**config.mk**
```make
export PLATFORM = sky130hd
export DESIGN_NAME = instr_buffer_top
export DESIGN_NICKNAME = d
export VERILOG_FILES = /design/src/warp_pkg.sv /design/src/instr_pkg.sv /design/src/ibuf_fifo.sv /design/src/ibuffer_ctrl.sv /design/src/instr_buffer_top.sv /design/src/uop_sequencer.sv
export SDC_FILE = /design/constraint.sdc
export NUM_CORES = 2
export LEC_CHECK = 0
export BUFFER_PORTS_ARGS = -buffer_cell sky130_fd_sc_hd__buf_4
export CELL_PAD_IN_SITES_DETAIL_PLACEMENT = 1
export CELL_PAD_IN_SITES_GLOBAL_PLACEMENT = 1
export CORE_UTILIZATION = 53
export CTS_BUF_LIST = sky130_fd_sc_hd__clkbuf_16
export DETAILED_ROUTE_END_ITERATION = 10
export GPL_TIMING_DRIVEN = 0
export HOLD_SLACK_MARGIN = 0.05
export PLACE_DENSITY_LB_ADDON = 0.3
export SETUP_SLACK_MARGIN = 0.2
export SLEW_MARGIN = 20
export SYNTH_ARGS = -nofsm -noshare
export SYNTH_HDL_FRONTEND = slang
export SYNTH_SLANG_ARGS = --single-unit
```
**constraint.sdc**
```tcl
create_clock -name clk -period 7.4 [get_ports clk]
set_input_delay 1.11 -clock clk [delete_from_list [all_inputs] [get_ports clk]]
set_output_delay 1.11 -clock clk [all_outputs]
set_load 0.05 [all_outputs]
```
**src/warp_pkg.sv**
```systemverilog
// ----------------------------------------------------------
// warp-level types shared by the instruction buffer stage
// at most MAX_WARPS warps, the top level may use fewer
// ----------------------------------------------------------
package warp_pkg;

    // upper bound on warps per core, the width of a warp id follows from it
    localparam int MAX_WARPS = 8;
    localparam int WID_BITS = $clog2(MAX_WARPS);

    // width of the performance counters, wraps silently on overflow
    localparam int PERF_CTR_BITS = 32;

    typedef logic [WID_BITS-1:0] wid_t;

    typedef logic [PERF_CTR_BITS-1:0] perf_ctr_t;

endpackage
```
**src/instr_pkg.sv**
```systemverilog
// ----------------------------------------------------------
// decoded instruction and issued uop formats
// op_args is read through its seq view only for EX_SEQ
// ----------------------------------------------------------
package instr_pkg;

    typedef enum logic [1:0] {
        EX_ALU = 2'd0,
        EX_MEM = 2'd1,
        EX_SEQ = 2'd2
    } ex_type_e;

    // plain immediate used by ALU and memory instructions
    typedef struct packed {
        logic [15:0] imm;
    } alu_args_t;

    // a sequenced instruction expands into cnt_m1+1 uops, rd stepping by rd_stride
    typedef struct packed {
        logic [3:0] cnt_m1;
        logic [3:0] rd_stride;
        logic [7:0] spare;
    } seq_args_t;

    typedef union packed {
        alu_args_t alu;
        seq_args_t seq;
    } op_args_u;

    typedef struct packed {
        logic [15:0]     uuid;
        warp_pkg::wid_t  wid;
        logic [3:0]      tmask;
        logic [31:0]     pc;
        ex_type_e        ex_type;
        op_args_u        op_args;
        logic            wb;
        logic [4:0]      rd;
        logic [4:0]      rs1;
        logic [4:0]      rs2;
    } decoded_instr_t;

    // one buffer slot, the warp is implied by which buffer holds it
    typedef struct packed {
        logic [15:0] uuid;
        logic [3:0]  tmask;
        logic [31:0] pc;
        ex_type_e    ex_type;
        op_args_u    op_args;
        logic        wb;
        logic [4:0]  rd;
        logic [4:0]  rs1;
        logic [4:0]  rs2;
    } ibuf_entry_t;

    typedef struct packed {
        logic [15:0] uuid;
        logic [3:0]  tmask;
        logic [31:0] pc;
        ex_type_e    ex_type;
        op_args_u    op_args;
        logic        wb;
        logic [4:0]  rd;
        logic [4:0]  rs1;
        logic [4:0]  rs2;
        logic [3:0]  uop_idx;
        logic        last;
    } issue_uop_t;

endpackage

```
**src/ibuf_fifo.sv**
```systemverilog
// ----------------------------------------------------------
// DEPTH counts the output register, DEPTH must be a power of
// two and at least 2; data_out is valid one cycle after push
// ----------------------------------------------------------
`timescale 1ns/1ps

module ibuf_fifo #(
    parameter int DEPTH = 4
) (
    input  logic                   clk,
    input  logic                   reset,

    input  logic                   valid_in,
    input  instr_pkg::ibuf_entry_t data_in,
    output logic                   ready_in,

    output logic                   valid_out,
    output instr_pkg::ibuf_entry_t data_out,
    input  logic                   ready_out
);

    localparam int ADDR_W = $clog2(DEPTH);

    // at most DEPTH-1 entries sit here, the last one lives in the output register
    instr_pkg::ibuf_entry_t mem [DEPTH];

    logic [ADDR_W-1:0] wr_ptr;
    logic [ADDR_W-1:0] rd_ptr;
    logic [ADDR_W-1:0] mem_count;

    logic push;
    logic pop;
    logic out_load;
    logic mem_empty;
    logic mem_wr;
    logic mem_rd;

    assign push      = valid_in && ready_in;
    assign pop       = valid_out && ready_out;
    assign mem_empty = (mem_count == '0);

    // the output register takes new data when it is empty or being drained
    assign out_load = !valid_out || pop;

    assign mem_rd = out_load && !mem_empty;

    // a push bypasses storage when it can go straight to the output register
    assign mem_wr = push && !(out_load && mem_empty);

    // full only when storage holds DEPTH-1 and the output register is occupied
    assign ready_in = !(valid_out && (mem_count == ADDR_W'(DEPTH - 1)));

    always_ff @(posedge clk) begin
        if (reset) begin
            wr_ptr    <= '0;
            rd_ptr    <= '0;
            mem_count <= '0;
            valid_out <= 1'b0;
        end else begin
            if (mem_wr) begin
                wr_ptr <= wr_ptr + 1'b1;
            end
            if (mem_rd) begin
                rd_ptr <= rd_ptr + 1'b1;
            end
            mem_count <= mem_count + ADDR_W'(mem_wr) - ADDR_W'(mem_rd);
            if (out_load) begin
                valid_out <= !mem_empty || push;
            end
        end
    end

    always_ff @(posedge clk) begin
        if (mem_wr) begin
            mem[wr_ptr] <= data_in;
        end
        if (out_load) begin
            if (!mem_empty) begin
                data_out <= mem[rd_ptr];
            end else if (push) begin
                data_out <= data_in;
            end
        end
    end

endmodule

```
**src/ibuffer_ctrl.sv**
```systemverilog
// ----------------------------------------------------------
// a warp id at or above NUM_WARPS is never accepted, it
// stalls decode and counts as a stall cycle
// ----------------------------------------------------------
`timescale 1ns/1ps

module ibuffer_ctrl #(
    parameter int NUM_WARPS = 4
) (
    input  logic                 clk,
    input  logic                 reset,

    input  logic                 decode_valid,
    input  warp_pkg::wid_t       decode_wid,
    output logic                 decode_ready,

    input  logic [NUM_WARPS-1:0] fifo_ready_in,
    output logic [NUM_WARPS-1:0] fifo_push,

    input  logic [NUM_WARPS-1:0] fifo_valid_out,
    input  logic [NUM_WARPS-1:0] seq_ready_in,
    output logic [NUM_WARPS-1:0] pop,

    output warp_pkg::perf_ctr_t  perf_stalls
);

    logic [NUM_WARPS-1:0] wid_sel;
    logic                 decode_stall;

    for (genvar w = 0; w < NUM_WARPS; w++) begin : g_warp
        assign wid_sel[w]   = (decode_wid == warp_pkg::wid_t'(w));
        assign fifo_push[w] = decode_valid && wid_sel[w];

        // a pop goes upstream as a fetch credit for that warp
        assign pop[w] = fifo_valid_out[w] && seq_ready_in[w];
    end

    // the addressed buffer alone decides whether decode may advance
    assign decode_ready = |(wid_sel & fifo_ready_in);

    assign decode_stall = decode_valid && !decode_ready;

    always_ff @(posedge clk) begin
        if (reset) begin
            perf_stalls <= '0;
        end else begin
            perf_stalls <= perf_stalls + warp_pkg::PERF_CTR_BITS'(decode_stall);
        end
    end

endmodule

```
**src/instr_buffer_top.sv**
```systemverilog
// ----------------------------------------------------------
// NUM_WARPS from 1 to 8, IBUF_DEPTH a power of two >= 2
// ----------------------------------------------------------
`timescale 1ns/1ps

module instr_buffer_top #(
    parameter int NUM_WARPS  = 4,
    parameter int IBUF_DEPTH = 4
) (
    input  logic                       clk,
    input  logic                       reset,

    input  logic                       decode_valid,
    input  instr_pkg::decoded_instr_t  decode_data,
    output logic                       decode_ready,

    output logic [NUM_WARPS-1:0]       issue_valid,
    output instr_pkg::issue_uop_t      issue_data [NUM_WARPS],
    input  logic [NUM_WARPS-1:0]       issue_ready,

    output logic [NUM_WARPS-1:0]       pop,
    output warp_pkg::perf_ctr_t        perf_stalls
);

    instr_pkg::ibuf_entry_t decode_entry;
    instr_pkg::ibuf_entry_t fifo_data [NUM_WARPS];

    logic [NUM_WARPS-1:0] fifo_push;
    logic [NUM_WARPS-1:0] fifo_ready_in;
    logic [NUM_WARPS-1:0] fifo_valid_out;
    logic [NUM_WARPS-1:0] seq_ready_in;

    // the warp id is dropped, each buffer holds one warp only
    assign decode_entry = '{
        uuid:    decode_data.uuid,
        tmask:   decode_data.tmask,
        pc:      decode_data.pc,
        ex_type: decode_data.ex_type,
        op_args: decode_data.op_args,
        wb:      decode_data.wb,
        rd:      decode_data.rd,
        rs1:     decode_data.rs1,
        rs2:     decode_data.rs2
    };

    ibuffer_ctrl #(
        .NUM_WARPS (NUM_WARPS)
    ) u_ibuffer_ctrl (
        .clk            (clk),
        .reset          (reset),
        .decode_valid   (decode_valid),
        .decode_wid     (decode_data.wid),
        .decode_ready   (decode_ready),
        .fifo_ready_in  (fifo_ready_in),
        .fifo_push      (fifo_push),
        .fifo_valid_out (fifo_valid_out),
        .seq_ready_in   (seq_ready_in),
        .pop            (pop),
        .perf_stalls    (perf_stalls)
    );

    for (genvar w = 0; w < NUM_WARPS; w++) begin : g_warp
        ibuf_fifo #(
            .DEPTH (IBUF_DEPTH)
        ) u_ibuf_fifo (
            .clk       (clk),
            .reset     (reset),
            .valid_in  (fifo_push[w]),
            .data_in   (decode_entry),
            .ready_in  (fifo_ready_in[w]),
            .valid_out (fifo_valid_out[w]),
            .data_out  (fifo_data[w]),
            .ready_out (seq_ready_in[w])
        );

        uop_sequencer u_uop_sequencer (
            .clk         (clk),
            .reset       (reset),
            .valid_in    (fifo_valid_out[w]),
            .data_in     (fifo_data[w]),
            .ready_in    (seq_ready_in[w]),
            .issue_valid (issue_valid[w]),
            .issue_data  (issue_data[w]),
            .issue_ready (issue_ready[w])
        );
    end

endmodule

```
**src/uop_sequencer.sv**
```systemverilog
// ----------------------------------------------------------
// no added latency, the input entry is held until its last
// uop issues; rd steps wrap modulo 32
// ----------------------------------------------------------
`timescale 1ns/1ps

module uop_sequencer (
    input  logic                   clk,
    input  logic                   reset,

    input  logic                   valid_in,
    input  instr_pkg::ibuf_entry_t data_in,
    output logic                   ready_in,

    output logic                   issue_valid,
    output instr_pkg::issue_uop_t  issue_data,
    input  logic                   issue_ready
);

    logic [3:0] uop_idx;
    logic       is_seq;
    logic [3:0] uop_cnt_m1;
    logic [3:0] rd_stride;
    logic [7:0] rd_offset;
    logic       last_uop;
    logic       issue_fire;

    always_comb begin
        is_seq = (data_in.ex_type == instr_pkg::EX_SEQ);

        // other types read op_args as an immediate, so they expand to a single uop
        uop_cnt_m1 = is_seq ? data_in.op_args.seq.cnt_m1 : 4'd0;
        rd_stride  = is_seq ? data_in.op_args.seq.rd_stride : 4'd0;

        rd_offset = uop_idx * rd_stride;
        last_uop  = (uop_idx == uop_cnt_m1);
    end

    assign issue_valid = valid_in;
    assign issue_fire  = valid_in && issue_ready;

    // the buffer entry is consumed together with the final uop
    assign ready_in = issue_ready && last_uop;

    always_comb begin
        issue_data.uuid    = data_in.uuid;
        issue_data.tmask   = data_in.tmask;
        issue_data.pc      = data_in.pc;
        issue_data.ex_type = data_in.ex_type;
        issue_data.op_args = data_in.op_args;
        issue_data.wb      = data_in.wb;
        issue_data.rd      = data_in.rd + rd_offset[4:0];
        issue_data.rs1     = data_in.rs1;
        issue_data.rs2     = data_in.rs2;
        issue_data.uop_idx = uop_idx;
        issue_data.last    = last_uop;
    end

    always_ff @(posedge clk) begin
        if (reset) begin
            uop_idx <= '0;
        end else if (issue_fire) begin
            if (last_uop) begin
                uop_idx <= '0;
            end else begin
                uop_idx <= uop_idx + 4'd1;
            end
        end
    end

endmodule

```
==> run summary <==
TritonCTS built the clock tree. The post-synthesis instance area came out at 72700 µm². The gate count after technology mapping came out at ~3600. The total of endpoints with negative setup slack in the final report is 0. The post-synthesis register bit count is 1804.

STA classifies the critical path endpoint as an output port. The number of cells traversed by the worst hold path is 2. The final core utilization is 63.1%. The initial DRC count is 3255.

The setup slack on the worst flop-to-flop path came out at 3150 ps. The shortest clock period the worst path allows after layout is 5720 ps. The number of hold-repair buffers added at the cts stage came out at 0.

The worst register-to-register path ends at g_warp[1].u_ibuf_fifo.data_out[19]. Dividing total power by cell area gives a power density of just over 400 nW/µm². For the worst-skew pair, the clock arrives at the later sink with an insertion delay of 840 ps. The min-delay analysis places its worst path in the category reg2reg. The first-pass GRT wire length came out at about 280000 µm. The clock passes through at most 3 buffers. In this run the number of H-tree levels came out at 4.

Leaving out fill and tap cells, the most frequent cells in the layout are 1720 x sky130_fd_sc_hd__edfxtp_1, 836 x sky130_fd_sc_hd__buf_4, 344 x sky130_fd_sc_hd__mux4_2, 344 x sky130_fd_sc_hd__mux2_2, 181 x sky130_fd_sc_hd__clkbuf_16. The most numerous cell type found on the critical path is sky130_fd_sc_hd__fa_1. The layer flagged by global routing as most heavily used is met2. The max-capacitance violation count is 0.

The number of buffers inserted during clock tree synthesis is 180. The number of nets with antenna violations after detailed routing came out at 0. The initial antenna violation count came out at 7. The path with the worst hold slack has its endpoint at g_warp[2].u_ibuf_fifo.wr_ptr[1]. Setup repair after global routing left no endpoint under its margin. The number of global-route vias before repair came to roughly 40000. Dividing the synthesized area by the synthesized cell count gives 19.9 µm². The static leakage power is 29.2 nW.

Counting cells, the worst reg-to-reg path comes to 7. The sink count of the clock tree came out at 1804. The detailed placement HPWL came out at approximately 130000 µm. The initial core utilization is ~54%. After floorplanning, the core was sized to cover 136000 µm². The total via count after detailed routing is 37000.

The fraction of met1 tracks used by global routing came out at 36.5%. Global routing used 28.0% of the available tracks. The final number of max-transition violations came out at 0.

The count of different cell masters after synthesis came out at 57. The post-cts sizing count came out at 0. At the pin with the least slew margin, the transition time is approximately 1200 ps. Among cell families on the critical path, the largest total delay comes from adder cells.

The top achievable clock speed came out at between 150 and 200 MHz. The overflow left after global routing is 0. Buffers added to address setup during post-CTS repair amount to 0. The launch instance of the worst min-delay path is g_warp[2].u_ibuf_fifo.wr_ptr[1]. The startpoint identified for the worst register-to-register timing path is g_warp[1].u_ibuf_fifo.mem_count[1]. The proportion of synthesized chip area in sequential cells came out at 73.3%. The library cell used most frequently in the layout, excluding fill and tap cells, is sky130_fd_sc_hd__edfxtp_1. Synthesis produced a netlist with a net count of around 3800. The weighted congestion at the end of routability-driven global placement came out at slightly above 0.8. The worst setup path is launched from a flop. The detailed-router iteration count before antenna repair is 5. Clock-pin slew was measured on the worst setup and hold paths at 60 ps. The delay of the slowest cell on the worst path is 520 ps. The detail-routed net length per standard cell is 30.6 µm. The critical path goes through buf_2 > nand2b_1 > or2_2 > fa_1 > fa_1 > fa_1 > inv_1 > ha_1 > a21oi_1 > xnor2_1 > xnor2_1 > buf_4. The die span in x is 372 µm.

The portion of the clock cycle consumed by the worst path in the final layout came out at 77.3%. The count of unresolved DRC violations after routing came out at 0. Adding up every negative setup slack in the final design gives 0 ps.

The slowest library cell on the worst path is sky130_fd_sc_hd__fa_1. The most used flip-flop cell after synthesis is sky130_fd_sc_hd__edfxtp_1. The number of buffers and inverters on the critical path is 3. The number of enable-type register cells in the synthesized netlist is 1720.

In this run the clock root is driven by a sky130_fd_sc_hd__clkbuf_16. The critical path required time is 6290 ps. Of all cell types, the one taking the most synthesized area is sky130_fd_sc_hd__edfxtp_1.

The die footprint is approximately 140000 µm². Of the post-synthesis cell area, the dominant cell type holds roughly 71%. The die is 372 µm tall.

Between clock sinks in the finished design, the worst skew comes to ~42 ps. Yosys attributes the largest share of cell area to sky130_fd_sc_hd__edfxtp_1 71%, sky130_fd_sc_hd__mux4_2 11%, sky130_fd_sc_hd__mux2_2 5.3%. The start-to-end type of the worst setup path is reg2out. Of all nets on the critical path, the largest fanout is 10. The final count of hold timing violations is 0. The met3 routing resource usage after global routing is about 6.4%. The share of synthesized flip-flops with an asynchronous set or reset came out at 0%.

The layout overhead on the synthesized area came out at 17.7%. The worst-case vdd ir drop came out at 0.413 mV. The arrival time at the worst endpoint is 4610 ps.

The wire length reported by the detailed router is ~190000 µm. The run finished with clean final reports. The maximum number of pins on one net before global-route repair is 43. The number of top-level design ports came out at 501. For this run, the post-layout net count is 4554. After detailed routing, the number of vias per cell comes to 5.87. The met2 capacity usage during global routing came out at 46.9%. After floorplanning, the core was divided into roughly 140 placement rows.

During placement, the flow inserted port buffers numbering 500. The relative slew slack is a little over a fifth. The yosys synthesis warning count came out at 0.

The ratio of cells with drive above 1 in the final layout is 41.9%.
==> state kept, by name (all words and copies together) (netlist names), named ones only <==
| signal | count |
|---|---|
| g_warp.u_ibuf_fifo.wr_ptr | 8 |
| g_warp.u_ibuf_fifo.data_out | 344 |
| g_warp.u_ibuf_fifo.mem_count | 8 |
| g_warp.u_ibuf_fifo.rd_ptr | 8 |
| g_warp.u_ibuf_fifo.valid_out | 4 |
| u_ibuffer_ctrl.perf_stalls | 32 |
| g_warp.u_uop_sequencer.uop_idx | 16 |
| g_warp.u_ibuf_fifo.mem | 1376 |
==> stage by stage <==
stage                     instances  worst slack, ps  hold WS (ps)  cell area, µm²  power [mW]
after floorplan                3647             1440           468           72700        21.9
after global placement         5928            -3760           484           78700        25.2
after detailed placement       5975             2520           500           80000        26.2
after CTS                      6300             1640           508           85600        35.1
after global routing           6300             1490           518           85600        35.8
final                          6302             1680           509           85600        34.8
==> worst max-delay path by stage <==
stage	cells past startpoint	startpoint	endpoint
2_1_floorplan	6	g_warp[0].u_uop_sequencer.uop_idx[1]	g_warp[0].u_ibuf_fifo.data_out[0]
3_3_place_gp	6	g_warp[2].u_ibuf_fifo.mem_count[1]	g_warp[2].u_ibuf_fifo.data_out[55]
3_5_place_dp	12	g_warp[2].u_ibuf_fifo.data_out[33]	issue_data[110]
4_1_cts	12	g_warp[2].u_ibuf_fifo.data_out[33]	issue_data[110]
5_1_grt	12	g_warp[0].u_ibuf_fifo.data_out[32]	issue_data[292]
6_report	12	g_warp[1].u_ibuf_fifo.data_out[32]	issue_data[201]
==> tightest hold or removal path, delay by kind of cell, from the launching register on <==
| family | cells | cell delay (ps) |
|---|---|---|
| DFF | 1 | 340 |
| and+or+nand+nor | 1 | 70 |
| muxes | 1 | 60 |
==> routing by layer <==
metal	wire length (µm)	vias up	part of all wire (%)
met2	97600	1377	51
met1	75100	19700	39
met5	56	-	0.029
li1	-	15600	-
met3	14900	281	7.7
met4	5350	10	2.8
==> Yosys cell counts (19+ instances only) <==
| cell type | instances |
|---|---|
| sky130_fd_sc_hd__inv_1 | 56 |
| sky130_fd_sc_hd__nand3_1 | 33 |
| sky130_fd_sc_hd__mux4_2 | 344 |
| sky130_fd_sc_hd__xnor2_1 | 38 |
| sky130_fd_sc_hd__edfxtp_1 | 1720 |
| sky130_fd_sc_hd__and2_1 | 20 |
| sky130_fd_sc_hd__a21oi_1 | 23 |
| sky130_fd_sc_hd__nand2_1 | 73 |
| sky130_fd_sc_hd__xor2_1 | 37 |
| sky130_fd_sc_hd__buf_2 | 31 |
| sky130_fd_sc_hd__dfxtp_1 | 84 |
| sky130_fd_sc_hd__buf_4 | 336 |
| sky130_fd_sc_hd__mux2_2 | 344 |
| sky130_fd_sc_hd__fa_1 | 20 |
| sky130_fd_sc_hd__buf_1 | 25 |
| sky130_fd_sc_hd__clkbuf_1 | 99 |
| sky130_fd_sc_hd__nor2_1 | 83 |
| sky130_fd_sc_hd__and3_1 | 26 |
| sky130_fd_sc_hd__ha_1 | 62 |
| sky130_fd_sc_hd__nor2b_1 | 19 |
==> layout make-up <==
| cell class | instances | area [µm²] |
|---|---|---|
| Sequential cell | 1804 | 53300 |
| Fill cell | 11500 | 50200 |
| Multi-Input combinational cell | 1291 | 16100 |
| Timing Repair Buffer | 547 | 4910 |
| Clock buffer | 181 | 4530 |
| Buffer | 492 | 3160 |
| Tap cell | 1781 | 2230 |
| Clock inverter | 144 | 1140 |
| Inverter | 60 | 225 |
| Antenna cell | 2 | 5.00 |
==> kinds of logic after synthesis <==
family                   Yosys count  synth area share [%]
buffers and inverters            552                  4.65
AO/OA/AOI/OAI                    100                  1.01
adder cells (fa/ha/maj)           82                  1.62
flip-flops                      1804                  73.3
AND/OR/NAND/NOR                  337                  2.40
multiplexers                     697                  16.1
XOR/XNOR                          75                 0.903
==> report_power, final <==
group / leakage, nW / switching (mW) / total (mW) / internal [mW]
logic: 9.97 / 7.85 / 12.6 / 4.72
clock network: 2.88 / 3.93 / 8.84 / 4.91
registers: 16.3 / 0.650 / 13.4 / 12.7
total: 29.2 / 12.4 / 34.8 / 22.4
(Power assumes the default switching activity.)
